==> src/design/ldpcPkg.sv <==
package ldpcPkg;

    //////////////////////////////////////////////////
    // Widths and constants
    //////////////////////////////////////////////////
    localparam int sampleWidth    = 8;
    localparam int llrWidth       = 6;
    localparam int mantissaWidth  = 16;
    localparam int productWidth   = sampleWidth + mantissaWidth + 1;
    localparam int llrMax         = 2 ** (llrWidth - 1) - 1;
    localparam int llrMin         = -(2 ** (llrWidth - 1));
    localparam int thresholdWidth = 11;
    localparam int clkDivWidth    = 16;
    localparam int frameCntWidth  = 13;  // Longest frame is 4128 symbols.

    localparam int markerSymbols  = 32;
    localparam int markerBits     = 2 * markerSymbols;
    localparam int countWidth     = $clog2(markerBits + 1);

    // First symbol sits in the top two bits, I bit above Q bit.
    localparam logic [markerBits-1:0] syncMarker = 64'h1ACF_FC1D_3B8E_64A5;

    //////////////////////////////////////////////////
    // Types
    //////////////////////////////////////////////////
    typedef enum logic [12:0] {
        ctrlReg         = 13'h000,
        inverseMeanReg  = 13'h004,
        outputClkDivReg = 13'h008,
        statusReg       = 13'h00C
    } regAddr;

    typedef enum logic [1:0] {search, check, locked, flywheel} syncState;

    // Code 3 is reserved and decodes like rate1_2.
    typedef enum logic [1:0] {rate1_2 = 2'd0, rate2_3 = 2'd1, rate4_5 = 2'd2} codeRate;

    typedef struct packed {
        logic                      codeLength4096;
        codeRate                   rate;
        logic [thresholdWidth-1:0] syncThreshold;
        logic                      ldpcRun;
        logic [mantissaWidth-1:0]  inverseMeanMantissa;
        logic [2:0]                inverseMeanExponent;
        logic [clkDivWidth-1:0]    outputEnClkDiv;
    } ldpcCfg;

    // Symbols per frame: codeword bits plus the 64 marker bits, two bits a symbol.
    function automatic logic [frameCntWidth-1:0] frameSymbols(input logic lengthSel,
                                                              input codeRate rate);
        int infoBits;
        int codeBits;
        infoBits = lengthSel ? 4096 : 1024;
        case (rate)
            rate2_3: codeBits = infoBits * 3 / 2;
            rate4_5: codeBits = infoBits * 5 / 4;
            default: codeBits = infoBits * 2;
        endcase
        return frameCntWidth'((codeBits + markerBits) / 2);
    endfunction

endpackage
==> src/design/llrScaler.sv <==
`timescale 1ns/100ps

module llrScaler (
    input  logic                                  busClk,
    input  logic                                  arstN,
    input  logic                                  sampleValid,
    input  logic signed [ldpcPkg::sampleWidth-1:0] sampleI,
    input  logic signed [ldpcPkg::sampleWidth-1:0] sampleQ,
    input  ldpcPkg::ldpcCfg                       cfg,
    output logic                                  llrValid,
    output logic signed [ldpcPkg::llrWidth-1:0]    llrI,
    output logic signed [ldpcPkg::llrWidth-1:0]    llrQ
);

    logic                                     validS1;
    logic signed [ldpcPkg::productWidth-1:0]  prodI;
    logic signed [ldpcPkg::productWidth-1:0]  prodQ;
    logic [3:0]                               shiftS1;

    // Clamp the shifted product to the LLR range.
    function automatic logic signed [ldpcPkg::llrWidth-1:0] saturate(
        input logic signed [ldpcPkg::productWidth-1:0] v
    );
        if (v > ldpcPkg::llrMax) begin
            return ldpcPkg::llrWidth'(ldpcPkg::llrMax);
        end else if (v < ldpcPkg::llrMin) begin
            return ldpcPkg::llrWidth'(ldpcPkg::llrMin);
        end
        return v[ldpcPkg::llrWidth-1:0];
    endfunction

    always_ff @(posedge busClk or negedge arstN) begin
        if (!arstN) begin
            validS1  <= 1'b0;
            llrValid <= 1'b0;
        end else begin
            validS1  <= sampleValid;
            llrValid <= validS1;
        end
    end

    //////////////////////////////////////////////////
    // Stage 1 multiplies, stage 2 shifts and clamps
    //////////////////////////////////////////////////
    always_ff @(posedge busClk) begin
        prodI   <= sampleI * $signed({1'b0, cfg.inverseMeanMantissa});
        prodQ   <= sampleQ * $signed({1'b0, cfg.inverseMeanMantissa});
        shiftS1 <= 4'd15 - {1'b0, cfg.inverseMeanExponent};  // Mantissa is Q1.15.
        llrI    <= saturate(prodI >>> shiftS1);
        llrQ    <= saturate(prodQ >>> shiftS1);
    end

endmodule

==> config.mk <==
export PLATFORM = sky130hd
export DESIGN_NAME = llrScaler
export DESIGN_NICKNAME = d
export VERILOG_FILES = /design/src/design/ldpcPkg.sv /design/src/design/llrScaler.sv
export SDC_FILE = /design/constraint.sdc
export NUM_CORES = 1
export LEC_CHECK = 0
export BUFFER_PORTS_ARGS = -buffer_cell sky130_fd_sc_hd__buf_2
export CORE_UTILIZATION = 45
export DETAILED_ROUTE_END_ITERATION = 10
export HOLD_SLACK_MARGIN = 0.06
export PLACE_DENSITY = 0.59
export SYNTH_ARGS = -nofsm -noshare
export SYNTH_HDL_FRONTEND = slang
export SYNTH_SLANG_ARGS = --single-unit
==> constraint.sdc <==
create_clock -name busClk -period 1.9 [get_ports busClk]
set_input_delay 0.095 -clock busClk [delete_from_list [all_inputs] [get_ports busClk]]
set_output_delay 0.095 -clock busClk [all_outputs]
set_load 0.01 [all_outputs]
==> results of run 1 <==
-- cells in the final DEF, fill, tap and decap left out, types with 12 or more instances in the layout --
cell type,Yosys,layout
sky130_fd_sc_hd__ha_4,0,24
sky130_fd_sc_hd__xor2_1,15,14
sky130_fd_sc_hd__buf_2,5,23
sky130_fd_sc_hd__xnor2_2,0,12
sky130_fd_sc_hd__nand3_1,16,13
sky130_fd_sc_hd__a21oi_1,33,19
sky130_fd_sc_hd__nand2b_1,13,12
sky130_fd_sc_hd__inv_2,1,29
sky130_fd_sc_hd__inv_1,225,195
sky130_fd_sc_hd__and2_4,0,38
sky130_fd_sc_hd__nor2_1,47,35
sky130_fd_sc_hd__ha_1,114,88
sky130_fd_sc_hd__buf_6,3,33
sky130_fd_sc_hd__a21oi_2,6,18
sky130_fd_sc_hd__buf_12,0,18
sky130_fd_sc_hd__nand2_1,78,71
sky130_fd_sc_hd__and2_1,166,128
sky130_fd_sc_hd__mux2i_1,26,20
sky130_fd_sc_hd__fa_1,166,155
sky130_fd_sc_hd__a21o_1,15,15
sky130_fd_sc_hd__buf_4,4,168
sky130_fd_sc_hd__dfxtp_1,49,48
-- per-stage QoR --
stage	std cells	utilization (%)	power, mW	setup WS [ps]	hold WS (ps)
finish	1668	62.7	18.8	-1980	101
global placement	1615	55.7	14.5	-2350	-121
detailed placement	1615	55.7	14.7	-2380	-119
CTS	1647	59.8	17.1	-1980	97.6
floorplan	1162	-	10.6	-2050	-201
global route	1668	62.7	20.6	-2140	120
-- state kept, by name, indices dropped and copies added, names as in the netlist --
register,count
prodQ,17
llrQ,6
prodI,17
validS1,1
llrI,6
shiftS1,3
llrValid,1
-- area by class of cell --
class	count	area share (%)
well taps	285	2.51
flip-flops and latches	51	7.28
multi-input cells	836	65.7
repair buffers	261	17.2
inverters	227	6.10
clock buffers	6	0.978
clock inverters	2	0.247
-- kinds of logic (layout without fill, tap and decap cells) --
family | Yosys count | count (layout) | share of synthesized area [%]
simple gates | 352 | 352 | 18.0
fa+ha+maj | 280 | 280 | 45.6
buf+inv | 275 | 496 | 10.3
compound gates | 137 | 137 | 9.74
flops | 51 | 51 | 9.90
xor+xnor | 35 | 35 | 2.94
mux | 32 | 32 | 3.47
-- layer usage --
layer	vias up	global-route usage (%)	part of all wire [%]
met1	4165	29.7	45
met5	-	0	0
met2	117	40.8	50
li1	4078	-	-
met3	26	2.11	3.1
met4	0	3.29	1.2
-- where the power goes --
part | switching [mW] | leakage, nW | internal, mW | total (mW)
clock network | 0.385 | 0.0868 | 0.655 | 1.04
logic | 7.22 | 6.50 | 8.42 | 15.6
registers | 0.435 | 0.437 | 1.64 | 2.07
total | 8.04 | 7.02 | 10.7 | 18.8
-- what timing repair did --
| action | 4_1_cts | 5_1_grt |
|---|---|---|
| endpoints found under the setup margin | 35 | 44 |
| gates cloned | 3 | 3 |
| resized for setup | 134 | 104 |
| setup buffers | 17 | 21 |
| hold endpoints to repair | 6 | 0 |
| pin swaps | 65 | 65 |
| hold buffers | 5 | 0 |
-- worst max-delay path by stage --
stage               startpoint   endpoint  slack, ps  cells past startpoint
detailed placement     cfg[27]  prodI[24]      -2380                     16
CTS                    cfg[25]  prodI[24]      -1980                     17
global route        sampleI[6]  prodI[24]      -2140                     17
finish                 cfg[26]  prodI[24]      -1980                     18
global placement    sampleI[2]  prodI[24]      -2350                     16
floorplan              cfg[30]  prodQ[22]      -2050                     18
==> results.yml, run 1 <==
global_route:
  grt_max_degree: 25
  grt_pass1_wl_microns: 42900
  grtUsageTotal_pct: 22.5
  globalRoute.totalOverflow: 0
  first_global_vias: 8978
  antenna_found_initial: 0
synth:
  synth_cells: 1162
  top_flip_flop_cell_by_instance_count_after_synthesis: "sky130_fd_sc_hd__dfxtp_1"
  yosys_warnings: 0
  fraction_of_the_yosys_area_taken_by_sequential_cells_pct: 9.90
  average_cell_area_after_synthesis_sq_um: 8.96
  synth.area.top_cells: "sky130_fd_sc_hd__fa_1 (32%), sky130_fd_sc_hd__ha_1 (14%), sky130_fd_sc_hd__and2_1 (10%)"
  synth_top_cells_by_count: "sky130_fd_sc_hd__inv_1 (225), sky130_fd_sc_hd__and2_1 (166), sky130_fd_sc_hd__fa_1 (166)"
  async_flop_share_pct: 3.92
  syn_area_sq_um: 10400
  synth.net_count: 1511
  yosysTopAreaCell: "sky130_fd_sc_hd__fa_1"
  synth_top_area_share_pct: 31.9
  synth-edff-count: 0
  yosys.cell_types.count: 69
  ys_seq_elements: 51
  post-synth-top-count-cell: "sky130_fd_sc_hd__inv_1"
sta:
  finalSetupViolations: 36
  setup_ws_ps: -1980
  slew-limit-headroom_pct: 75.0
  setup_total_negative_slack_ps: -60520
  rsz0062_at_grt: "true"
  max_freq_mhz: 258
  hold_violations: 0
  final_max_slew_viol_count: 0
  clock-skew-final_ps: 9.16
  worst_slew_pin_slew_ps: 374
  timing.final.crit_share_pct: 204
  fin_crit_ps: 3880
detailed_routing:
  antenna_violating_nets_post_route: 0
  drt-vias-per-instance: 5.03
  drcViolationCount: 0
  detail_route.iter0.violations: 284
  first_pass_iters: 4
  route.detailed.wl_per_inst_microns: 15.4
  num_vias: 8386
  drt_wl_total_microns: 25800
critical_path:
  ordered_cell_list_for_the_critical_path: "buf_12, buf_12, and2_4, fa_1, fa_2, fa_1, inv_2, fa_2, inv_2, ha_4, a211o_1, a21oi_2, o211ai_1, buf_4, o211a_4, a21bo_1, a21oi_2, xnor2_1"
  worst_setup_path_start_kind: "input pin"
  worstPathRequired_ps: 2120
  cp_top_family: "adder cells"
  reg2reg_setup_slack_ps: -30
  cp.arrival_ps: 4100
  regToRegStartpoint: "shiftS1[1]"
  critPathCaptureType: "register"
  regToRegEndpoint: "llrQ[4]"
  worstPathMaxFanout: 6
  timing.critical_path.buf_inv: 5
  crit_path_top_delay_cell: "sky130_fd_sc_hd__fa_2"
  worst_r2r_path_depth: 6
  setup.worst_path.class: "in2reg"
  critical-path-max-stage-delay_ps: 560
run_status:
  outcome: "finished with violations"
  violations_in_the_final_reports: "setup timing"
clock_tree:
  tritoncts: "built"
  cts.clk_slew.worst_paths_ps: 70
  count_of_h_tree_levels_built_during_cts: 2
  cts_num_sinks: 51
  cts_buffers: 5
  clock_latency_ps: 290
  clock_tree.root_cell: "sky130_fd_sc_hd__clkbuf_16"
  cts.path.max_buffers: 2
floorplanning:
  floorplan.initialDensity_pct: 46.0
  design.die.area_sq_um: 23800
  top_ports: 82
  die_x_microns: 154
  die_height_microns: 154
  core_sq_um: 22600
  placementRows: 55
finish:
  seq_area_sq_um: 1030
  areaGrowthSynthToFinish_pct: 36.4
  area_of_all_placed_cells_without_fillers_sq_um: 14200
  nFillCells: 1933
  fin_nets: 1731
  post_route_cells_drive_above_1_share_pct: 34.9
  multi_input_area_sq_um: 9330
  diodes: 0
pwr:
  p_leak_nw: 7.02
  ir_drop_uv: 705
  power_per_cell_area_nw_per_um2: 1320
place:
  placed_cell_area_sq_um: 12600
  port_buffers: 50
  detailed_place_hpwl_microns: 20600
  finalWeightedCongestion: 0.828
worst_hold_path:
  hold_class: "in2async"
job:
  max_cap_violations: 0
Power figures use the tool's default switching activity.
==> inputs of run 2 (changes only) <==
--- a/config.mk
+++ b/config.mk
@@ -5,8 +5,10 @@
 export SDC_FILE = /design/constraint.sdc
 export NUM_CORES = 1
 export LEC_CHECK = 0
+export ABC_CLOCK_PERIOD_IN_PS = 1900
 export BUFFER_PORTS_ARGS = -buffer_cell sky130_fd_sc_hd__buf_2
 export CORE_UTILIZATION = 45
+export CTS_BUF_LIST = sky130_fd_sc_hd__clkbuf_16
 export DETAILED_ROUTE_END_ITERATION = 10
 export HOLD_SLACK_MARGIN = 0.06
 export PLACE_DENSITY = 0.59
==> run 2 against run 1 <==
The flow still finishes with violations (setup timing); non-clock buffer count shrank 7; utilization fell by 0.46 points; register-to-register slack about the same; power down 3.8%; critical path depth down 1; clock power fell by 4%; clock skew about the same; largest power group unchanged.
==> results.yml, run 2 (synthesis gave the netlist of run 1 again) <==
critical_path:
  worstPathMaxFanout: 6
  ordered_cell_list_for_the_critical_path: "buf_12, buf_12, and2_4, fa_1, fa_2, fa_1, inv_2, fa_2, inv_2, ha_4, a211o_1, a21oi_2, o211ai_1, o211a_1, a21bo_2, a21oi_2, xnor2_1"
  reg2reg_setup_slack_ps: -40
  cp.arrival_ps: 4090
  setup.worst_path.class: "in2reg"
  worst_r2r_path_depth: 6
  critical-path-max-stage-delay_ps: 560
  regToRegStartpoint: "shiftS1[1]"
  worst_setup_path_start_kind: "input pin"
  worstPathRequired_ps: 2120
  regToRegEndpoint: "llrQ[4]"
  crit_path_top_delay_cell: "sky130_fd_sc_hd__fa_2"
  critPathCaptureType: "register"
place:
  post-place-cells: 1615
  finalWeightedCongestion: 0.828
  port_buffers: 50
  detailed_place_hpwl_microns: 20600
detailed_routing:
  antenna_violating_nets_post_route: 0
  highest-signal-layer: "met4"
  num_vias: 8351
  met2WireLength_microns: 12800
  drt_wl_total_microns: 25600
  m1WireLength_microns: 11800
  sum_of_met3_wire_segment_lengths_after_detailed_routing_microns: 686
  route.detailed.wl_per_inst_microns: 15.4
  detail_route.iter0.violations: 257
  drt-vias-per-instance: 5.02
  drcViolationCount: 0
  first_pass_iters: 4
clock_tree:
  cts.clk_slew.worst_paths_ps: 70
  cts_buffers: 5
  clock_tree.root_cell: "sky130_fd_sc_hd__clkbuf_16"
  cts_num_sinks: 51
  cts.path.max_buffers: 2
  count_of_h_tree_levels_built_during_cts: 2
  tritoncts: "built"
  clock_latency_ps: 290
global_route:
  first_global_vias: 8928
  grt_pass1_wl_microns: 42500
  globalRoute.totalOverflow: 0
  grtUsageTotal_pct: 22.3
  grt_max_degree: 25
  antenna_found_initial: 0
run_status:
  violations_in_the_final_reports: "setup timing"
  outcome: "finished with violations"
floorplanning:
  placementRows: 55
  core_sq_um: 22600
  design.die.area_sq_um: 23800
  die_x_microns: 154
  die_height_microns: 154
  floorplan.initialDensity_pct: 46.0
  top_ports: 82
sta:
  rsz0062_at_grt: "true"
  setup_total_negative_slack_ps: -60490
  setup_ws_ps: -1980
  hold_violations: 0
  fin_crit_ps: 3880
  clock-skew-final_ps: 9.64
  final_max_slew_viol_count: 0
  final_layout_worst_hold_slack_ps: 101
  finalSetupViolations: 37
  worst_slew_pin_slew_ps: 388
  slew-limit-headroom_pct: 74.1
  max_freq_mhz: 258
  timing.final.crit_share_pct: 204
worst_hold_path:
  hold_class: "in2async"
job:
  max_cap_violations: 0
pwr:
  ir_drop_uv: 730
  power_per_cell_area_nw_per_um2: 1280
  p_leak_nw: 6.96
  total_power_mw: 18.0
finish:
  diodes: 0
  fin_nets: 1725
  final_common_cell: "sky130_fd_sc_hd__inv_1"
  areaGrowthSynthToFinish_pct: 35.4
  finalNonFillerCells: 1662
  largestRegisters: "prodI (17), prodQ (17)"
  post_route_cells_drive_above_1_share_pct: 34.2
  layout_common_cells: "sky130_fd_sc_hd__inv_1 (196), sky130_fd_sc_hd__buf_4 (161), sky130_fd_sc_hd__fa_1 (154)"
  finalCoreUtilization_pct: 62.3
-- run 2: cell types whose count changed in the layout (fill, tap and decap cells not counted), sizes merged --
cell    previous run  this run
bufbuf             1         0
buf              252       245
inv              226       227
clkinv             2         3
-- run 2: where the power goes --
part / switching [mW] / internal (mW)
logic: 6.93 / 8.04
registers: 0.430 / 1.64
clock network: 0.384 / 0.614
-- run 2: per-stage QoR --
stage | area (sq um) | setup WS [ps]
2_1_floorplan | 11200 | -2050
3_3_place_gp | 12600 | -2350
3_5_place_dp | 12600 | -2380
4_1_cts | 13400 | -1950
5_1_grt | 14100 | -2150
6_report | 14100 | -1980
-- run 2: repair_timing --
item,CTS,global route
gates resized for setup,113,115
hold endpoints to repair,6,0
pin swaps,43,61
setup buffers,10,19
setup endpoints to repair,35,44
hold buffers,5,0
cloned,4,4
-- run 2: per-layer routing --
| metal | GRT usage (%) | vias to the layer above |
|---|---|---|
| met4 | 3.67 | 0 |
| met5 | 0 | - |
| met2 | 40.2 | 123 |
| met1 | 29.4 | 4134 |
| li1 | - | 4064 |
| met3 | 2.09 | 30 |
-- run 2: cell type report --
| type | count | area [sq um] |
|---|---|---|
| timing repair inverter | 1 | 8.76 |
| tap | 285 | 357 |
| sequential | 51 | 1030 |
| timing repair buffer | 254 | 2420 |
| fill | 1947 | 8540 |
| clock inverter | 3 | 38.8 |
| clock buffer | 5 | 125 |
| multi-input combinational | 836 | 9250 |
| inverter | 227 | 870 |
-- run 2: worst max-delay path by stage --
| stage | start | to | slack (ps) | cells after the start |
|---|---|---|---|---|
| 6_report | cfg[26] | prodI[24] | -1980 | 17 |
| 5_1_grt | sampleQ[5] | prodQ[23] | -2150 | 18 |
| 4_1_cts | cfg[23] | prodQ[21] | -1950 | 15 |
| 3_5_place_dp | cfg[27] | prodI[24] | -2380 | 16 |
| 3_3_place_gp | sampleI[2] | prodI[24] | -2350 | 16 |
| 2_1_floorplan | cfg[30] | prodQ[22] | -2050 | 18 |
-- run 2: worst max-delay path: cells and delay by family --
| kind | cells | cell delay [ps] |
|---|---|---|
| AO/OA/AOI/OAI | 6 | 1210 |
| XOR/XNOR | 1 | 120 |
| adder cells (fa/ha/maj) | 5 | 2170 |
| buffers and inverters | 4 | 340 |
| AND/OR/NAND/NOR | 1 | 150 |
==> inputs of run 3 (changes only) <==
--- a/config.mk
+++ b/config.mk
@@ -12,6 +12,7 @@
 export DETAILED_ROUTE_END_ITERATION = 10
 export HOLD_SLACK_MARGIN = 0.06
 export PLACE_DENSITY = 0.59
+export SKIP_LAST_GASP = 1
 export SYNTH_ARGS = -nofsm -noshare
 export SYNTH_HDL_FRONTEND = slang
 export SYNTH_SLANG_ARGS = --single-unit
==> run 3 against run 2 <==
The run still ends with setup timing left; routed wire length shrank 1.4%; maximum frequency barely moved; critical path depth is the same; cell count fell by 0.42%; sequential power decreased by 2%; largest cell class unchanged.
==> results.yml, run 3 (synthesis gave the netlist of run 1 again) <==
run_status:
  outcome: "finished with violations"
  violations_in_the_final_reports: "setup timing"
global_route:
  antenna_found_initial: 0
  grt_pass1_wl_microns: 42500
  first_global_vias: 8913
  globalRoute.totalOverflow: 0
  grt_max_degree: 25
  grtUsageTotal_pct: 22.3
detailed_routing:
  sum_of_met3_wire_segment_lengths_after_detailed_routing_microns: 716
  antenna_violating_nets_post_route: 0
  met2WireLength_microns: 12600
  drt-vias-per-instance: 4.99
  highest-signal-layer: "met4"
  num_vias: 8258
  drcViolationCount: 0
  route.detailed.wl_per_inst_microns: 15.2
  m1WireLength_microns: 11600
  first_pass_iters: 4
  detail_route.iter0.violations: 311
  drt_wl_total_microns: 25200
floorplanning:
  die_x_microns: 154
  core_sq_um: 22600
  top_ports: 82
  placementRows: 55
  floorplan.initialDensity_pct: 46.0
  die_height_microns: 154
  design.die.area_sq_um: 23800
clock_tree:
  cts_buffers: 5
  count_of_h_tree_levels_built_during_cts: 2
  cts.path.max_buffers: 2
  clock_latency_ps: 290
  cts.clk_slew.worst_paths_ps: 70
  tritoncts: "built"
  clock_tree.root_cell: "sky130_fd_sc_hd__clkbuf_16"
  cts_num_sinks: 51
critical_path:
  regToRegEndpoint: "llrQ[4]"
  regToRegStartpoint: "shiftS1[1]"
  critPathCaptureType: "register"
  cp.arrival_ps: 4100
  worstPathMaxFanout: 6
  setup.worst_path.class: "in2reg"
  worst_setup_path_start_kind: "input pin"
  ordered_cell_list_for_the_critical_path: "buf_12, buf_12, and2_4, fa_1, fa_2, fa_1, inv_2, fa_2, inv_2, ha_4, a211o_1, a21oi_2, o211ai_1, o211a_1, a21bo_2, a21oi_2, xnor2_1"
  cp_top_family: "adder cells"
  crit_path_top_delay_cell: "sky130_fd_sc_hd__fa_2"
  worst_r2r_path_depth: 6
  worstPathRequired_ps: 2120
  timing.critical_path.buf_inv: 4
  reg2reg_setup_slack_ps: -70
  critical-path-max-stage-delay_ps: 560
place:
  port_buffers: 50
  finalWeightedCongestion: 0.828
  post-place-cells: 1615
  detailed_place_hpwl_microns: 20600
sta:
  finalSetupViolations: 39
  final_max_slew_viol_count: 0
  max_freq_mhz: 258
  setup_ws_ps: -1980
  slew-limit-headroom_pct: 70.9
  hold_violations: 0
  rsz0062_at_grt: "true"
  setup_total_negative_slack_ps: -60600
  worst_slew_pin_slew_ps: 435
  timing.final.crit_share_pct: 204
  fin_crit_ps: 3880
  clock-skew-final_ps: 8.48
worst_hold_path:
  hold_class: "in2async"
pwr:
  internal_power_mw: 10.2
  relative_contribution_of_combinational_cells_to_total_power_pct: 83.0
  netSwitchingFraction_pct: 42.8
  power_per_cell_area_nw_per_um2: 1280
  seq_power_share_pct: 11.4
  ir_drop_uv: 745
  power.switching_mw: 7.62
  share_clk_of_total_power_pct: 5.6
  p_leak_nw: 6.91
  total_power_mw: 17.8
job:
  max_cap_violations: 0
finish:
  finalCoreUtilization_pct: 61.5
  largestRegisters: "prodI (17), prodQ (17)"
  post_route_cells_drive_above_1_share_pct: 33.3
  finalNonFillerCells: 1655
  areaGrowthSynthToFinish_pct: 33.8
  final_common_cell: "sky130_fd_sc_hd__inv_1"
  fin_nets: 1718
  diodes: 0
  layout_common_cells: "sky130_fd_sc_hd__inv_1 (196), sky130_fd_sc_hd__buf_4 (156), sky130_fd_sc_hd__fa_1 (154)"
==> run 3: power by group through the flow <==
stage	Combinational (mW)	Sequential, mW	Clock [mW]
final	14.8	2.03	0.994
after global routing	16.5	2.08	1.06
after CTS	13.7	2.00	1.02
after detailed placement	12.6	2.02	0
after global placement	12.5	2.02	0
after floorplan	8.69	1.93	0
==> run 3: metrics by stage <==
step	setup WS [ps]	area, sq um	hold WS [ps]
floorplan	-2050	11200	-201
global placement	-2350	12600	-121
detailed placement	-2380	12600	-119
CTS	-1950	13400	97.6
global route	-2150	13900	120
finish	-1980	13900	103
==> run 3: worst register-to-register path: cells and delay by family, from the launching register on <==
family,cells,cell delay [ps]
flip-flops,1,400
buffers and inverters,1,130
AO/OA/AOI/OAI,4,1270
AND/OR/NAND/NOR,1,40
==> run 3: cell type report <==
class,count,area (sq um)
Clock inverter,3,38.8
Clock buffer,5,125
Tap cell,285,357
Inverter,227,870
Multi-Input combinational cell,836,9190
Timing Repair Buffer,247,2310
Fill cell,1968,8710
Timing Repair inverter,1,8.76
Sequential cell,51,1030
==> run 3: worst max-delay path by stage <==
| stage | start | to | slack (ps) | cells after the start |
|---|---|---|---|---|
| after floorplan | cfg[30] | prodQ[22] | -2050 | 18 |
| after global placement | sampleI[2] | prodI[24] | -2350 | 16 |
| after detailed placement | cfg[27] | prodI[24] | -2380 | 16 |
| after CTS | cfg[23] | prodQ[21] | -1950 | 15 |
| after global routing | sampleQ[5] | prodQ[23] | -2150 | 18 |
| final | cfg[26] | prodI[24] | -1980 | 17 |
==> run 3: timing repair <==
action	CTS	global route
hold endpoints to repair	6	0
endpoints found under the setup margin	35	44
buffers inserted	10	14
hold buffers	5	0
resized for setup	110	104
cloned	4	2
pin swaps	43	56
==> run 3: routing by layer <==
metal  track usage [%]  vias up
li1                  -     4039
met1              29.4     4066
met2              40.1      128
met3              2.09       25
met4              3.67        0
met5                 0        -
